===== config.mk =====
export PLATFORM = sky130hd
export DESIGN_NAME = ll_link_top
export DESIGN_NICKNAME = d
export VERILOG_FILES = /design/src/ll_pkg.sv /design/src/ll_link_top.sv /design/src/ll_phy_concat.sv /design/src/ll_receive.sv /design/src/ll_transmit.sv /design/src/ll_auto_sync.sv
export VERILOG_INCLUDE_DIRS = /design/src
export SDC_FILE = /design/constraint.sdc
export NUM_CORES = 1
export LEC_CHECK = 0
export BUFFER_PORTS_ARGS = -buffer_cell sky130_fd_sc_hd__clkbuf_2
export CAP_MARGIN = 5
export CORE_MARGIN = 2
export CORE_UTILIZATION = 23
export DETAILED_ROUTE_END_ITERATION = 8
export GPL_ROUTABILITY_DRIVEN = 0
export PLACE_DENSITY = 0.43
export RECOVER_POWER = 25
export SYNTH_ARGS = -nofsm -noshare
export SYNTH_HDL_FRONTEND = slang
export SYNTH_HIERARCHICAL = 1
export SYNTH_SLANG_ARGS = --single-unit

===== constraint.sdc =====
create_clock -name clk_wr -period 9.23 [get_ports clk_wr]
set_input_delay 0.4615 -clock clk_wr [delete_from_list [all_inputs] [get_ports clk_wr]]
set_output_delay 0.4615 -clock clk_wr [all_outputs]
set_load 0.05 [all_outputs]

===== src/ll_params.svh =====
`ifndef LL_PARAMS_SVH
`define LL_PARAMS_SVH

// User data width
`define LL_DATA_W     32

// Entries in each FIFO
`define LL_FIFO_DEPTH 8

// One PHY lane
`define LL_PHY_W      40

// Credit return field in the lane word
`define LL_CRED_W     4

// Delay and debug counters
`define LL_CNT_W      16

`endif

===== src/ll_pkg.sv =====
`include "ll_params.svh"

package ll_pkg;

  //////////////////////////////////////////////////
  // Vector types

  typedef logic [`LL_DATA_W-1:0] ll_data_t;
  typedef logic [`LL_PHY_W-1:0]  ll_phy_t;
  typedef logic [`LL_CRED_W-1:0] ll_cred_t;
  typedef logic [7:0]            ll_credit_cnt_t;
  typedef logic [`LL_CNT_W-1:0]  ll_delay_t;

  //////////////////////////////////////////////////
  // Push word, pushbit sits above the data

  typedef struct packed {
    logic     pushbit;
    ll_data_t data;
  } ll_push_t;

  //////////////////////////////////////////////////
  // Link bring-up

  typedef enum logic [1:0] {
    SYNC_OFFLINE,
    SYNC_TX_WAIT,
    SYNC_RX_WAIT,
    SYNC_ONLINE
  } ll_sync_state_e;

endpackage


===== src/ll_link_top.sv =====
`timescale 1ns/1ps
`include "ll_params.svh"

module ll_link_top import ll_pkg::*; (
  input  logic           clk_wr,
  input  logic           rst,

  // Link control
  input  logic           tx_online,
  input  logic           rx_online,
  input  ll_credit_cnt_t init_credit,
  input  ll_delay_t      delay_x_value,
  input  ll_delay_t      delay_y_value,

  // M2S stream
  input  ll_data_t       user_m2s_tdata,
  input  logic           user_m2s_tvalid,
  output logic           user_m2s_tready,

  // S2M stream
  output ll_data_t       user_s2m_tdata,
  output logic           user_s2m_tvalid,
  input  logic           user_s2m_tready,

  // PHY lane
  output ll_phy_t        tx_phy,
  input  ll_phy_t        rx_phy,

  output logic [31:0]    tx_debug_status,
  output logic [31:0]    rx_debug_status
);

  logic     tx_online_delay;
  logic     rx_online_delay;
  ll_push_t tx_push;
  ll_push_t rx_push;
  ll_cred_t tx_credit;
  ll_cred_t rx_credit;

  //////////////////////////////////////////////////
  // Bring-up

  ll_auto_sync ll_auto_sync_i (
    .clk_wr          (clk_wr),
    .rst             (rst),
    .tx_online       (tx_online),
    .rx_online       (rx_online),
    .delay_x_value   (delay_x_value),
    .delay_y_value   (delay_y_value),
    .tx_online_delay (tx_online_delay),
    .rx_online_delay (rx_online_delay)
  );

  //////////////////////////////////////////////////
  // Transmit and receive engines

  ll_transmit ll_transmit_i (
    .clk_wr       (clk_wr),
    .rst          (rst),
    .tx_online    (tx_online_delay),
    .rx_online    (rx_online_delay),
    .init_credit  (init_credit),
    .user_data    (user_m2s_tdata),
    .user_valid   (user_m2s_tvalid),
    .user_ready   (user_m2s_tready),
    .tx_push      (tx_push),
    .rx_credit    (rx_credit),
    .debug_status (tx_debug_status)
  );

  ll_receive ll_receive_i (
    .clk_wr       (clk_wr),
    .rst          (rst),
    .rx_online    (rx_online_delay),
    .rx_push      (rx_push),
    .user_data    (user_s2m_tdata),
    .user_valid   (user_s2m_tvalid),
    .user_ready   (user_s2m_tready),
    .tx_credit    (tx_credit),
    .debug_status (rx_debug_status)
  );

  //////////////////////////////////////////////////
  // Lane packer

  ll_phy_concat ll_phy_concat_i (
    .clk_wr    (clk_wr),
    .rst       (rst),
    .tx_push   (tx_push),
    .tx_credit (tx_credit),
    .tx_phy    (tx_phy),
    .rx_phy    (rx_phy),
    .rx_push   (rx_push),
    .rx_credit (rx_credit)
  );

endmodule


===== src/ll_phy_concat.sv =====
`timescale 1ns/1ps
`include "ll_params.svh"

module ll_phy_concat import ll_pkg::*; (
  input  logic     clk_wr,
  input  logic     rst,

  // Transmit side results
  input  ll_push_t tx_push,
  input  ll_cred_t tx_credit,
  output ll_phy_t  tx_phy,

  // Received lane
  input  ll_phy_t  rx_phy,
  output ll_push_t rx_push,
  output ll_cred_t rx_credit
);

  localparam int PUSH_W = $bits(ll_push_t);
  localparam int PAD_W  = `LL_PHY_W - PUSH_W - `LL_CRED_W;

  ll_push_t lane_push;

  //////////////////////////////////////////////////
  // Pack

  // Idle lane carries zero data
  always_comb begin
    lane_push = tx_push;
    if (!tx_push.pushbit) begin
      lane_push.data = '0;
    end
  end

  always_ff @(posedge clk_wr) begin
    if (rst) begin
      tx_phy <= '0;
    end else begin
      tx_phy <= {{PAD_W{1'b0}}, tx_credit, lane_push};
    end
  end

  //////////////////////////////////////////////////
  // Unpack

  // Top pad bits are ignored
  assign rx_push   = ll_push_t'(rx_phy[PUSH_W-1:0]);
  assign rx_credit = rx_phy[PUSH_W +: `LL_CRED_W];

endmodule


===== src/ll_receive.sv =====
`timescale 1ns/1ps
`include "ll_params.svh"

module ll_receive import ll_pkg::*; (
  input  logic        clk_wr,
  input  logic        rst,
  input  logic        rx_online,

  // From the PHY unpacker
  input  ll_push_t    rx_push,

  // User side
  output ll_data_t    user_data,
  output logic        user_valid,
  input  logic        user_ready,

  // Credit back to the far transmitter
  output ll_cred_t    tx_credit,

  output logic [31:0] debug_status
);

  localparam int DEPTH = `LL_FIFO_DEPTH;
  localparam int AW    = $clog2(DEPTH);
  localparam int CW    = AW + 1;

  ll_data_t             mem [DEPTH];
  logic [AW-1:0]        wr_ptr;
  logic [AW-1:0]        rd_ptr;
  logic [CW-1:0]        count;
  logic                 full;
  logic                 push;
  logic                 pop;
  logic [`LL_CNT_W-1:0] recv_cnt;

  //////////////////////////////////////////////////
  // Receive FIFO

  assign full       = (count == CW'(DEPTH));
  assign push       = rx_online && rx_push.pushbit;
  assign user_valid = (count != '0);
  assign pop        = user_valid && user_ready;

  // Head word stays put until popped
  assign user_data = mem[rd_ptr];

  always_ff @(posedge clk_wr) begin
    if (push && !full) begin
      mem[wr_ptr] <= rx_push.data;
    end
  end

  always_ff @(posedge clk_wr) begin
    if (rst) begin
      wr_ptr <= '0;
      rd_ptr <= '0;
      count  <= '0;
    end else begin
      if (push && !full) begin
        wr_ptr <= wr_ptr + AW'(1);
      end
      if (pop) begin
        rd_ptr <= rd_ptr + AW'(1);
      end
      count <= count + CW'(push && !full) - CW'(pop);
    end
  end

  //////////////////////////////////////////////////
  // Credit return and debug

  // One credit per popped word, a cycle later
  always_ff @(posedge clk_wr) begin
    if (rst) begin
      tx_credit <= '0;
      recv_cnt  <= '0;
    end else begin
      tx_credit <= ll_cred_t'(pop);
      if (push) begin
        recv_cnt <= recv_cnt + 1'b1;
      end
    end
  end

  assign debug_status = {8'h00, {(8 - CW){1'b0}}, count, recv_cnt};

  // Far side credit accounting keeps us from overflowing
  a_no_overflow: assert property (
    @(posedge clk_wr) disable iff (rst)
    push |-> !full
  );

endmodule


===== src/ll_transmit.sv =====
`timescale 1ns/1ps
`include "ll_params.svh"

module ll_transmit import ll_pkg::*; (
  input  logic           clk_wr,
  input  logic           rst,

  // Delayed link status
  input  logic           tx_online,
  input  logic           rx_online,
  input  ll_credit_cnt_t init_credit,

  // User side
  input  ll_data_t       user_data,
  input  logic           user_valid,
  output logic           user_ready,

  // PHY side
  output ll_push_t       tx_push,
  input  ll_cred_t       rx_credit,

  output logic [31:0]    debug_status
);

  localparam int DEPTH = `LL_FIFO_DEPTH;
  localparam int AW    = $clog2(DEPTH);
  localparam int CW    = AW + 1;

  ll_data_t              mem [DEPTH];
  logic [AW-1:0]         wr_ptr;
  logic [AW-1:0]         rd_ptr;
  logic [CW-1:0]         count;
  logic                  full;
  logic                  empty;
  logic                  wr_en;
  logic                  pop;

  logic                  link_up;
  logic                  link_up_q;
  ll_credit_cnt_t        credit;
  logic [`LL_CNT_W-1:0]  sent_cnt;

  //////////////////////////////////////////////////
  // FIFO status and handshakes

  assign link_up    = tx_online && rx_online;
  assign full       = (count == CW'(DEPTH));
  assign empty      = (count == '0);
  assign user_ready = link_up && !full;
  assign wr_en      = user_valid && user_ready;

  // Credit of zero also covers the offline case
  assign pop = link_up && !empty && (credit != '0);

  // Storage
  always_ff @(posedge clk_wr) begin
    if (wr_en) begin
      mem[wr_ptr] <= user_data;
    end
  end

  always_ff @(posedge clk_wr) begin
    if (rst) begin
      wr_ptr <= '0;
      rd_ptr <= '0;
      count  <= '0;
    end else begin
      if (wr_en) begin
        wr_ptr <= wr_ptr + AW'(1);
      end
      if (pop) begin
        rd_ptr <= rd_ptr + AW'(1);
      end
      count <= count + CW'(wr_en) - CW'(pop);
    end
  end

  //////////////////////////////////////////////////
  // Credit counter

  always_ff @(posedge clk_wr) begin
    if (rst) begin
      link_up_q <= 1'b0;
      credit    <= '0;
    end else begin
      link_up_q <= link_up;
      if (!link_up) begin
        credit <= '0;
      end else if (!link_up_q) begin
        // Fresh link gets the programmed credit
        credit <= init_credit;
      end else begin
        credit <= credit + ll_credit_cnt_t'(rx_credit) - ll_credit_cnt_t'(pop);
      end
    end
  end

  //////////////////////////////////////////////////
  // Push register and debug

  always_ff @(posedge clk_wr) begin
    if (rst) begin
      tx_push.pushbit <= 1'b0;
    end else begin
      tx_push.pushbit <= pop;
    end
  end

  // Data word only moves on a pop
  always_ff @(posedge clk_wr) begin
    if (pop) begin
      tx_push.data <= mem[rd_ptr];
    end
  end

  always_ff @(posedge clk_wr) begin
    if (rst) begin
      sent_cnt <= '0;
    end else if (pop) begin
      sent_cnt <= sent_cnt + 1'b1;
    end
  end

  assign debug_status = {8'h00, credit, sent_cnt};

  // Returned credit never outgrows what was handed out
  a_credit_bound: assert property (
    @(posedge clk_wr) disable iff (rst)
    credit <= init_credit
  );

endmodule


===== src/ll_auto_sync.sv =====
`timescale 1ns/1ps
`include "ll_params.svh"

module ll_auto_sync import ll_pkg::*; (
  input  logic      clk_wr,
  input  logic      rst,

  // Raw link status
  input  logic      tx_online,
  input  logic      rx_online,

  // Programmed bring-up delays
  input  ll_delay_t delay_x_value,
  input  ll_delay_t delay_y_value,

  // Delayed link status
  output logic      tx_online_delay,
  output logic      rx_online_delay
);

  ll_sync_state_e state;
  ll_delay_t      cnt;

  //////////////////////////////////////////////////
  // Bring-up sequence

  always_ff @(posedge clk_wr) begin
    if (rst) begin
      state <= SYNC_OFFLINE;
      cnt   <= '0;
    end else if (!tx_online) begin
      // Losing tx drops the whole link at once
      state <= SYNC_OFFLINE;
      cnt   <= '0;
    end else begin
      case (state)
        SYNC_OFFLINE: begin
          if (delay_x_value == '0) begin
            state <= SYNC_RX_WAIT;
            cnt   <= delay_y_value;
          end else begin
            state <= SYNC_TX_WAIT;
            cnt   <= delay_x_value - ll_delay_t'(1);
          end
        end
        SYNC_TX_WAIT: begin
          if (cnt == '0) begin
            state <= SYNC_RX_WAIT;
            cnt   <= delay_y_value;
          end else begin
            cnt <= cnt - ll_delay_t'(1);
          end
        end
        SYNC_RX_WAIT: begin
          // Count only runs while the far side is up
          if (!rx_online) begin
            cnt <= delay_y_value;
          end else if (cnt == '0) begin
            state <= SYNC_ONLINE;
          end else begin
            cnt <= cnt - ll_delay_t'(1);
          end
        end
        SYNC_ONLINE: begin
          if (!rx_online) begin
            state <= SYNC_RX_WAIT;
            cnt   <= delay_y_value;
          end
        end
        default: begin
          state <= SYNC_OFFLINE;
        end
      endcase
    end
  end

  // Outputs decoded from state
  assign tx_online_delay = (state == SYNC_RX_WAIT) || (state == SYNC_ONLINE);
  assign rx_online_delay = (state == SYNC_ONLINE);

endmodule


* After elaboration in Yosys (flattened, before gate mapping)
Memories as Yosys holds them, arrays and structs flattened. A register that Yosys moved wholly into a read port is not among the register bits. Index checks and enable logic that the tools add are counted.
Cells by class: add/sub/neg operators 14, $mul 0, div/mod/pow operators 0, $lt $le $gt $ge 0, eq/ne operators 10, shift operators 0, multiplexer cells 19, bitwise operators 3, reductions and logical operators 23
Operators by type and width (number):
- $mux 16 | 5
- $pmux 16 s4 | 1
- $add 16x1->16 const B | 2
- $logic_not 16->1 | 2
- $sub 16x1->16 const B | 2
- $add 3x1->3 const B | 4
- $mux 2 | 5
- $add 4x1->4 | 2
- $add 8x4->8 | 1
- $eq 4x4->1 const B | 2
- $logic_and 1x1->1 | 8
- $mux 8 | 1
- $pmux 2 s4 | 1
- $reduce_bool 8->1 | 1
- $sub 4x1->4 | 2
- $sub 8x1->8 | 1
- $mux 3 | 2
- $reduce_or 2->1 | 3
- $eq 2x2->1 const B | 2
- $logic_not 4->1 | 1
- $mux 1 | 4
- $ne 2x1->1 const B | 2
- $ne 2x2->1 const B | 2
- $reduce_and 4->1 | 1
- other kinds (8) | 12
Word-level totals: bits in registers 124, latch bits 0, RAM bits 512, bits in read-only memories 0, output and inout port bits 138, logic and storage cells 89, memories 2
Memories:
- ll_receive_i.mem | depth 8, width 32, rd ports 1, clocked after memory_dff 1, wr ports 1, RTL line ll_receive.sv:27 | ll_data_t mem [DEPTH];
- ll_transmit_i.mem | depth 8, width 32, rd ports 1, clocked after memory_dff 1, wr ports 1, RTL line ll_transmit.sv:29 | ll_data_t mem [DEPTH];

* Longest topological paths before layout
Gate-level depths: netlist of run 1.
depth after elaboration 7, depth in mapped cells 17, mapped depth without buffers 15

* By module
The synthesis of run 1 kept the hierarchy.
Modules (own cells, without submodules):
- ll_transmit | times used 1, cells each 660, area each 12773.5 sq um
- ll_receive | times used 1, cells each 548, area each 11284.6 sq um
- ll_auto_sync | times used 1, cells each 247, area each 1761.7 sq um
- ll_phy_concat | times used 1, cells each 121, area each 1407.6 sq um

* Worst setup path after synthesis of run 1
OpenSTA, ideal clock, no wires.
path kind flip-flop to flip-flop, from register ll_auto_sync_i.state[0], to memory ll_receive_i/mem[0][0] in the netlist's numbering (enable), library setup time 501 ps, arrival time 4295 ps, required time 8729 ps, slack 4434 ps, stages on the path, launching flop included 7, path buffers 1, path through dfxtp_1 buf_2 inv_1 nor2_1 nand2_1 a21o_1 nor4_1
On the way: longest elaborated chain between the ends 5
RTL lines:
- start, declared | RTL line ll_auto_sync.sv:21 | ll_sync_state_e state;
- start signal, assigned | RTL line ll_auto_sync.sv:29 | state <= SYNC_OFFLINE;
- start signal, assigned | RTL line ll_auto_sync.sv:33 | state <= SYNC_OFFLINE;
- start signal, assigned | RTL line ll_auto_sync.sv:39 | state <= SYNC_RX_WAIT;
- $eq 2x2->1 | RTL line ll_auto_sync.sv:79 | assign rx_online_delay = (state == SYNC_ONLINE);
- via rx_online_delay | RTL line ll_link_top.sv:34 | logic rx_online_delay;
- $logic_and 1x1->1 | RTL line ll_receive.sv:40 | assign push = rx_online && rx_push.pushbit;
- $logic_and 1x1->1 | RTL line ll_receive.sv:48 | if (push && !full) begin
- $mux 1 | RTL line ll_receive.sv:48
- $mux 1 (implied by the code) | RTL line ll_receive.sv:49 | mem[wr_ptr] <= rx_push.data;
- end, declared | RTL line ll_receive.sv:27
The timed path passes the listed nets, and every way through them passes these cells.

* Worst setup path after layout of run 1
from register ll_auto_sync_i.state[1], to register ll_transmit_i.credit[6]
On the way: longest elaborated chain between the ends 7, elaborated cells on any way between the ends 10
RTL lines:
- $eq 2x2->1 (*) | RTL line ll_auto_sync.sv:79
- via rx_online_delay | RTL line ll_link_top.sv:34
- $logic_or 1x1->1 | RTL line ll_auto_sync.sv:78 | assign tx_online_delay = (state == SYNC_RX_WAIT) || (state == SYNC_ONLINE);
- $logic_and 1x1->1 (*) | RTL line ll_transmit.sv:46 | assign link_up = tx_online && rx_online;
- $logic_and 1x1->1 (*) (2 in series) | RTL line ll_transmit.sv:53 | assign pop = link_up && !empty && (credit != '0);
- via ll_transmit_i.pop | RTL line ll_transmit.sv:36 | logic pop;
- $sub 8x1->8 (*) | RTL line ll_transmit.sv:93 | credit <= credit + ll_credit_cnt_t'(rx_credit) - ll_credit_cnt_t'(pop);
- $mux 8 (*) | RTL line ll_transmit.sv:89 | end else if (!link_up_q) begin
- end signal, assigned | RTL line ll_transmit.sv:91 | credit <= init_credit;
- end signal, assigned | RTL line ll_transmit.sv:93
- end, declared | RTL line ll_transmit.sv:40 | ll_credit_cnt_t credit;
The timed path passes the listed nets; every way through them passes the cells marked *. A chain may end at the register's enable or synchronous reset.

==> flow_metrics.tcl, run 1 <==
set metrics [dict create \
    grt_setup_unrepaired "no" \
    switching_share 0.2530 \
    route.vias.total 14400 \
    yosysTopAreaCell "edfxtp_1" \
    cp.required_ns 9.74 \
    yosysWarnings 6 \
    worstSetupPathType "reg -> reg" \
    finClkSkew_ns 0.01461 \
    preCtsSetupSlack_ns 3.817 \
    hold_class "in -> reg" \
    via_per_inst 4.230 \
    slowest_delay_ns 0.70 \
    p_switching_mw 1.827 \
    syn-mean-instance-area_um2 17.28 \
    antenna_found_initial 17 \
    path_buf_inv 5 \
    cts.sinks 665 \
    synthCells 1576 \
    end_kind "flip-flop" \
    n_antenna_cell 0 \
    synth_flop_cell "edfxtp_1" \
    gr-total-overflow 0 \
    fin_crit_ns 5.146 \
    max_freq_mhz 194.3 \
    power.total_mw 7.220 \
    nFillCells 11880 \
    grt_pass1_wl_um 100700 \
    path_cells "inv_1 -> nor2_1 -> nand2_1 -> a211o_1 -> inv_2 -> buf_4 -> ha_1 -> inv_1 -> ha_1 -> inv_1 -> fa_1 -> nor2b_1 -> nor3_1 -> o311ai_1 -> xnor2_1 -> o21ai_1" \
    fin_crit_sh 0.5575 \
    core_um2 117800 \
    setup_ws_ns 4.084 \
    grt_pass1_vias 15370 \
    netlist-cell-type-count 81 \
    netlist_area_um2 27230 \
    seq_power_share 0.458 \
    synth.top_cell.area_share 0.6000 \
    cts_root_buf "clkbuf_16" \
    hold_buffers 0 \
    path_max_fanout 41 \
    first_pass_iters 5 \
    rows 126 \
    synthTopCellsByArea "edfxtp_1 60%, dfxtp_1 8.9%, mux4_2 8.4%, mux4_1 2.6%, mux2_2 2.2%" \
    yosysMostFrequentCell "edfxtp_1" \
    ys_ff_latch 665 \
    cts_setup_buffers 0 \
    p_comb_frac 0.127 \
    nNetsFinal 1961 \
    drive_gt1_frac 0.2912 \
    dp_hpwl_um 42090 \
    slew_headroom 0.3081 \
    crit_path_frequent_cell "inv_1" \
    first_iter_violations 678 \
    setup_viol 0 \
    power_density_nw_per_um2 223.8 \
    chipWidth_um 348.1 \
    num_io_pins 256 \
    dp.cells 3265 \
    hold_violations 0 \
    clockBufferDepth 3 \
    routed_wl_um 68820 \
    ant_nets 0 \
    worstMarginPinSlew_ns 1.038 \
    path_clk_slew_ns 0.06 \
    cts_buffers 76 \
    die_h_um 348.1 \
    peakVddDrop_uv 120.2 \
    finalSetupTns_ns 0 \
    routedWlPerCell_um 20.22 \
    start_util 0.2312 \
    layout-area-overhead-vs-synth_pct 18.50 \
    crit_slowest_cell "a211o_1" \
    drc 0 \
    p_leak_nw 10.62 \
    async_flop_share 0 \
    slew_viol_final 0 \
    clk_latency_ns 0.63 \
    cts_resized 0 \
    final_cells 3404 \
    crit_path_start_kind "flip-flop" \
    grt_use_total 0.1125 \
    synth-edff-count 544 \
    grt_max_degree 65 \
    cap_violations 0 \
    die-area_um2 121100 \
    seq_area_frac_synth 0.6889 \
    status "finished clean" \
    internal_power_mw 5.393 \
    io_buffers 229 \
    critical_path.top_delay_family "buffers and inverters" \
    synthTopCellsByCount "544 x edfxtp_1, 121 x dfxtp_1, 101 x mux4_2" \
    htree_levels 3 \
    clkPwrFrac 0.415 \
    crit_arrival_ns 5.66 \
    tritoncts "done" \
]
[cell type report]
cell class                 instances  area [µm²]  area share
inverter                          52       195.2    0.006050
clock buffer                     102        2145     0.06647
tap                             1536        1922     0.05957
multi-input combinational        755        7576      0.2348
sequential                       665       18770      0.5818
clock inverter                    37       357.8     0.01109
timing repair buffer             257        1297     0.04022
[cells in the final DEF (no fill, tap or decap), types with 28 or more instances in the layout]
| cell type | instances |
|---|---|
| ha_1 | 33 |
| nand2_1 | 47 |
| a21oi_1 | 35 |
| inv_1 | 51 |
| mux2_2 | 53 |
| xnor2_1 | 40 |
| dfxtp_1 | 115 |
| buf_4 | 29 |
| edfxtp_1 | 544 |
| mux4_2 | 101 |
| clkbuf_2 | 179 |
| clkbuf_16 | 80 |
| nor2_1 | 74 |
| o21ai_0 | 31 |
| clkbuf_1 | 65 |
| nand3_1 | 28 |
[cells by family (layout without fill, tap and decap cells)]
family / Yosys count / after routing / synth area share
buf+inv: 179 / 448 / 0.03980
compound gates: 126 / 126 / 0.02950
flops: 665 / 665 / 0.6889
xor+xnor: 55 / 55 / 0.01769
other cells: 3 / 26 / 0.0004136
fa+ha+maj: 36 / 36 / 0.01737
simple gates: 309 / 309 / 0.06392
mux: 203 / 203 / 0.1424
[through the flow]
stage / area, µm² / util / hold slack, ns
global placement: 29820 / 0.2532 / 0.4412
global route: 32260 / 0.2740 / 0.04964
floorplan: 27310 / - / 0.4138
finish: 32260 / 0.2740 / 0.08417
CTS: 32320 / 0.2745 / 0.03647
detailed placement: 29820 / 0.2532 / 0.4351
[worst reg2reg max path: cells and delay by family (launching register included)]
| kind | cells | cell delay (ns) |
|---|---|---|
| AOI/OAI and AO/OA | 3 | 1.10 |
| DFF | 1 | 0.65 |
| buffers and inverters | 5 | 1.12 |
| adders and majority gates | 3 | 1.03 |
| and+or+nand+nor | 4 | 1.01 |
| xor gates and xnor gates | 1 | 0.16 |
[flip-flops by register name, summed over array words and instances (netlist names), named ones only]
name and flops:
ll_transmit_i/rd_ptr 3, ll_auto_sync_i/cnt 16, ll_transmit_i/mem 256, ll_auto_sync_i/state 2
ll_receive_i/rd_ptr 3, ll_transmit_i/tx_push 33, ll_transmit_i/credit 8, ll_transmit_i/sent_cnt 16
ll_transmit_i/link_up_q 1, ll_transmit_i/wr_ptr 3, ll_phy_concat_i/tx_phy 37, ll_receive_i/count 4
ll_transmit_i/count 4, ll_receive_i/mem 256, ll_receive_i/wr_ptr 3, ll_receive_i/recv_cnt 16
ll_receive_i/tx_credit 1
[worst paths after layout]
path                              from                         end  slack, ns  depth (start not counted)
max            ll_auto_sync_i/state[1]     ll_transmit_i/credit[6]       4.08                         16
min                     init_credit[4]     ll_transmit_i/credit[4]       0.08                          3
max reg2reg    ll_auto_sync_i/state[1]     ll_transmit_i/credit[6]       4.08                         16
min reg2reg  ll_receive_i/tx_credit[0]  ll_phy_concat_i/tx_phy[33]       0.45                          1
[power by group through the flow]
stage / logic, mW / registers, mW / clock network (mW)
6_report: 0.917 / 3.30 / 3.00
5_1_grt: 0.987 / 3.31 / 3.22
4_1_cts: 0.939 / 3.31 / 3.12
3_5_place_dp: 0.936 / 3.37 / 0
3_3_place_gp: 0.924 / 3.37 / 0
2_1_floorplan: 0.752 / 3.37 / 0
[metal layers]
layer  vias to the layer above  GRT usage  part of all wire
met5                         -          0            0.0031
met4                        30    0.03004             0.020
met3                       117    0.04839             0.087
met2                       328     0.1883              0.48
met1                      7367     0.1314              0.41
li1                       6558          -                 -
Note: power is estimated with default switching activity, not from simulation.
==> run 2: changes to the inputs <==
- ABC_AREA: unset -> 1
- PLACE_DENSITY: 0.43 -> 0.44
- clock period: 9.23 -> 4.41 ns (I/O delays scaled with it)
==> flow_metrics.tcl, run 2 <==
set metrics [dict create \
    ys_ff_latch 665 \
    synth_top_family_by_area "simple AND/OR/NAND/NOR gates" \
    antenna_found_initial 7 \
    clockBufferDepth 3 \
    ant_nets 0 \
    drive_gt1_frac 0.1290 \
    register_area_um2 18780 \
    synth-edff-count 544 \
    dp.cells 4360 \
    yosysMostFrequentCell "edfxtp_1" \
    rows 128 \
    path_max_fanout 27 \
    via_per_inst 4.135 \
    final_common_cell "edfxtp_1" \
    setup_viol 0 \
    crit_path_start_kind "flip-flop" \
    grt_pass1_vias 18550 \
    top_regs "ll_receive_i/mem: 256 flops, ll_transmit_i/mem: 256 flops, ll_phy_concat_i/tx_phy: 37 flops" \
    clk_latency_ns 0.67 \
    synth_xor_area_frac 0.006506 \
    end_kind "flip-flop" \
    grt_use_total 0.1183 \
    seq_area_frac_synth 0.6635 \
    path_clk_slew_ns 0.05 \
    gr-total-overflow 0 \
    tritoncts "done" \
    grt_max_degree 113 \
    dp_hpwl_um 44590 \
    drc 0 \
    cts_root_buf "clkbuf_16" \
    synthMuxAreaShare 0.01133 \
    setup_ws_ns 0.8783 \
    cap_violations 0 \
    status "finished clean" \
    hold_violations 0 \
    core_um2 121900 \
    finClkSkew_ns 0.02959 \
    fin_crit_sh 0.8008 \
    slew_headroom 0.3103 \
    htree_levels 3 \
    layout-area-overhead-vs-synth_pct 21.36 \
    fin_crit_ns 3.532 \
    syn-mean-instance-area_um2 10.79 \
    synth.top_cell.area_share 0.5779 \
    most-common-layout-cells "544 x edfxtp_1, 506 x nor2_1, 419 x nand2_1" \
    cp.required_ns 5.02 \
    synthTopCellsByCount "544 x edfxtp_1, 518 x nor2_1, 419 x nand2_1" \
    start_util 0.2320 \
    grt_pass1_wl_um 113800 \
    first_iter_violations 1265 \
    final_cells 4612 \
    routed_wl_um 75480 \
    p_leak_nw 12.54 \
    worstSetupPathType "reg -> reg" \
    die-area_um2 125700 \
    chipWidth_um 354.6 \
    cts_buffers 80 \
    holdWs_ns 0.04788 \
    preCtsSetupSlack_ns 1.488 \
    yosysTopAreaCell "edfxtp_1" \
    nNetsFinal 3078 \
    routedWlPerCell_um 16.37 \
    io_buffers 229 \
    synthCells 2621 \
    synth-simple-area-share 0.1514 \
    slew_viol_final 0 \
    final_area_um2 34310 \
    num_io_pins 256 \
    die_h_um 354.6 \
    multi_input_area_um2 7870 \
    grt_setup_unrepaired "no" \
    place_area_um2 30820 \
    route.vias.total 19070 \
    power_density_nw_per_um2 458.6 \
    worstMarginPinSlew_ns 1.033 \
    nFillCells 12830 \
    synthAdderAreaFrac 0.01673 \
    max_freq_mhz 283.1 \
    cts_resized 0 \
    netlist-cell-type-count 46 \
    peakVddDrop_uv 491.8 \
    cts.sinks 665 \
    yosysWarnings 6 \
    synthTopCellsByArea "edfxtp_1 58%, dfxtp_1 8.6%, nor2_1 6.9%, nand2_1 5.6%, o21ai_0 3.9%" \
    crit_arrival_ns 4.14 \
    synth_compound_area_frac 0.08511 \
    netlist_area_um2 28270 \
    final_core_util 0.2815 \
    hold_class "in -> reg" \
    first_pass_iters 5 \
    synth_flop_cell "edfxtp_1" \
    async_flop_share 0 \
]
-- run 2: critical path, stage by stage (launching register included) --
cell and delay (ns):
dfxtp_1 0.34, inv_1 0.16, ha_1 0.21, inv_1 0.04, nor2_1 0.07, nand2_1 0.09
nor2_4 0.11, nand2_2 0.10, o21ai_4 0.27, inv_4 0.18, nand4_1 0.12, dlygate4sd3_1 0.55
nor2_1 0.04, dlygate4sd3_1 0.55, nor2_1 0.09, dlygate4sd3_1 0.55
-- run 2: cells by family (layout without fill, tap and decap cells) --
group / Yosys count / count (layout)
other: 3 / 28
AOI/OAI and AO/OA: 439 / 439
DFF: 665 / 665
xor gates and xnor gates: 21 / 21
and+or+nand+nor: 1068 / 1068
adders and majority gates: 36 / 36
muxes: 32 / 32
buffers and inverters: 357 / 698
-- run 2: metrics by stage --
step	TNS [ns]	power (mW)
6_report	0	15.73
5_1_grt	0	16.50
4_1_cts	0	16.05
3_5_place_dp	0	9.550
3_3_place_gp	0	9.552
2_1_floorplan	-19.69	8.946
-- run 2: layout make-up --
class,instances,area share
sequential,665,0.5472
tap,1625,0.05926
timing repair buffer,374,0.07206
clock inverter,41,0.009664
multi-input combinational,1622,0.2294
inverter,181,0.01995
antenna,2,0.0001459
clock buffer,102,0.06229
-- run 2: worst paths after layout --
kind / start / end / slack, ns / depth (start not counted)
setup / recovery: ll_auto_sync_i/cnt[0] / ll_auto_sync_i/cnt[0] / 0.88 / 15
hold / removal: delay_y_value[15] / ll_auto_sync_i/cnt[15] / 0.05 / 5
setup reg to reg: ll_auto_sync_i/cnt[0] / ll_auto_sync_i/cnt[0] / 0.88 / 15
hold reg to reg: ll_receive_i/tx_credit[0] / ll_phy_concat_i/tx_phy[33] / 0.41 / 2
-- run 2: repair_timing --
| item | 4_1_cts | 5_1_grt |
|---|---|---|
| setup buffers | 0 | 0 |
| hold buffers | 107 | 0 |
| endpoints found under the hold margin | 542 | 0 |
-- run 2: routing by layer --
layer	vias to the layer above	track usage	routed length, µm
met2	327	0.1968	35770
met3	105	0.02622	3469
met5	-	0	48
met4	8	0.03720	1691
li1	9506	-	-
met1	9125	0.1525	34500
-- run 2: report_power, final --
group / total, mW / internal (mW) / switching [mW]
registers: 6.93 / 6.83 / 0.106
clock network: 6.27 / 3.61 / 2.66
logic: 2.53 / 0.685 / 1.85
total: 15.7 / 11.1 / 4.61
==> run 3: changes to the inputs <==
- PLACE_DENSITY: 0.44 -> 0.43
- clock period: 4.41 -> 3.33 ns (I/O delays scaled with it)
==> flow_metrics.tcl, run 3 (synthesis gave the netlist of run 2 again) <==
set metrics [dict create \
    status "finished clean" \
    p_switching_mw 6.078 \
    dp_hpwl_um 45360 \
    holdWs_ns 0.06906 \
    via_per_inst 4.138 \
    slew_viol_final 0 \
    register_area_um2 18770 \
    setup_viol 0 \
    path_clk_slew_ns 0.06 \
    chipWidth_um 354.6 \
    multi_input_area_um2 7900 \
    internal_power_mw 14.67 \
    p_leak_nw 12.64 \
    fin_crit_sh 0.9070 \
    rows 128 \
    drive_gt1_frac 0.1255 \
    slew_headroom 0.3983 \
    final_area_um2 34530 \
    hold_class "in -> reg" \
    core_um2 121900 \
    hold_violations 0 \
    grt_max_degree 129 \
    max_freq_mhz 331.1 \
    die_h_um 354.6 \
    place_area_um2 31020 \
    path_max_fanout 27 \
    routedWlPerCell_um 16.37 \
    route.vias.total 19130 \
    r2r_end "ll_auto_sync_i/cnt[0]" \
    clk_latency_ns 0.64 \
    finClkSkew_ns 0.02076 \
    gr-total-overflow 0 \
    crit_arrival_ns 3.58 \
    htree_levels 3 \
    num_io_pins 256 \
    cts_root_buf "clkbuf_16" \
    preCtsSetupSlack_ns 0.6082 \
    cp.required_ns 3.89 \
    nNetsFinal 3088 \
    most-common-layout-cells "544 x edfxtp_1, 506 x nor2_1, 419 x nand2_1" \
    timing.rr.start "ll_auto_sync_i/cnt[0]" \
    p_comb_frac 0.165 \
    path_cells "inv_1 -> ha_1 -> inv_1 -> nor2_1 -> nand2_1 -> nor2_4 -> nand2_2 -> o21ai_4 -> inv_4 -> nand4_1 -> dlygate4sd3_1 -> nor2_1 -> dlygate4sd3_1 -> nor2_1" \
    nFillCells 12770 \
    drc 0 \
    switching_share 0.2929 \
    worstRegToRegCells 14 \
    first_iter_violations 1249 \
    tritoncts "done" \
    power_density_nw_per_um2 600.9 \
    grt_pass1_wl_um 114600 \
    start_util 0.2320 \
    grt_pass1_vias 18950 \
    grt_use_total 0.1180 \
    antenna_found_initial 10 \
    layout-area-overhead-vs-synth_pct 22.16 \
    worstSetupPathType "reg -> reg" \
    routed_wl_um 75700 \
    worstMarginPinSlew_ns 0.9025 \
    die-area_um2 125700 \
    crit_path_frequent_cell "nor2_1" \
    cts.sinks 665 \
    top_regs "ll_receive_i/mem: 256 flops, ll_transmit_i/mem: 256 flops, ll_phy_concat_i/tx_phy: 37 flops" \
    clkPwrFrac 0.392 \
    end_kind "flip-flop" \
    power.total_mw 20.75 \
    ant_nets 0 \
    min_from "delay_x_value[15]" \
    peakVddDrop_uv 440.9 \
    holdPathStages 6 \
    final_common_cell "edfxtp_1" \
    crit_slowest_cell "dlygate4sd3_1" \
    r2r_setup_slack_ns 0.31 \
    min_to "ll_auto_sync_i/cnt[15]" \
    crit_path_start_kind "flip-flop" \
    setup_ws_ns 0.3096 \
    clockBufferDepth 3 \
    cap_violations 0 \
    slowest_delay_ns 0.57 \
    seq_power_share 0.442 \
    io_buffers 229 \
    cts_buffers 79 \
    fin_crit_ns 3.020 \
    first_pass_iters 5 \
    grt_setup_unrepaired "no" \
]
==> run 3: cell type report <==
type | count | share of cell area
antenna | 2 | 0.0001449
clock buffer | 112 | 0.06235
clock inverter | 32 | 0.007608
inverter | 181 | 0.01982
multi-input combinational | 1622 | 0.2288
sequential | 665 | 0.5436
tap | 1625 | 0.05887
timing repair buffer | 385 | 0.07880
==> run 3: layer usage <==
metal	up-vias	part of all wire	GRT usage
li1	9520	-	-
met1	9169	0.45	0.1499
met2	312	0.48	0.2016
met3	118	0.046	0.02571
met4	14	0.022	0.03237
met5	-	0.0011	0
==> run 3: worst max path at each step <==
stage                            startpoint                 endpoint  slack [ns]  cells after the start
finish                ll_auto_sync_i/cnt[0]    ll_auto_sync_i/cnt[0]        0.31                     14
global route          ll_auto_sync_i/cnt[0]   ll_auto_sync_i/cnt[10]        0.09                     14
CTS                   ll_auto_sync_i/cnt[0]    ll_auto_sync_i/cnt[5]        0.30                     15
detailed placement  ll_auto_sync_i/state[1]  ll_transmit_i/credit[6]        0.61                     17
global placement    ll_auto_sync_i/state[1]  ll_transmit_i/credit[6]        0.64                     17
floorplan           ll_auto_sync_i/state[1]  ll_transmit_i/mem[0][0]       -0.43                      6
==> run 3: repair_timing <==
| action | CTS | global route |
|---|---|---|
| resized for setup | 0 | 1 |
| endpoints found under the setup margin | 0 | 1 |
| endpoints found under the hold margin | 544 | 0 |
| hold buffers | 114 | 0 |
| setup buffers | 0 | 0 |
==> run 3: metrics by stage <==
step,cells,utilization,TNS (ns)
2_1_floorplan,2644,-,-55.29
3_3_place_gp,4364,0.2545,0
3_5_place_dp,4364,0.2545,0
4_1_cts,4622,0.2837,0
5_1_grt,4623,0.2833,0
6_report,4624,0.2834,0
==> run 3: power by group through the flow <==
stage          registers, mW  clock network [mW]  logic [mW]
3_3_place_gp            9.35                   0        3.38
5_1_grt                 9.19                8.72        3.83
3_5_place_dp            9.35                   0        3.37
6_report                9.18                8.14        3.43
2_1_floorplan           9.34                   0        2.51
4_1_cts                 9.18                8.46        3.52
==> run 3: critical path: cells and delay by family, from the launching register on <==
family | cells | cell delay, ns
buffers and inverters | 5 | 1.51
AND/OR/NAND/NOR | 7 | 0.63
adder cells (fa/ha/maj) | 1 | 0.20
AO/OA/AOI/OAI | 1 | 0.28
flip-flops | 1 | 0.34
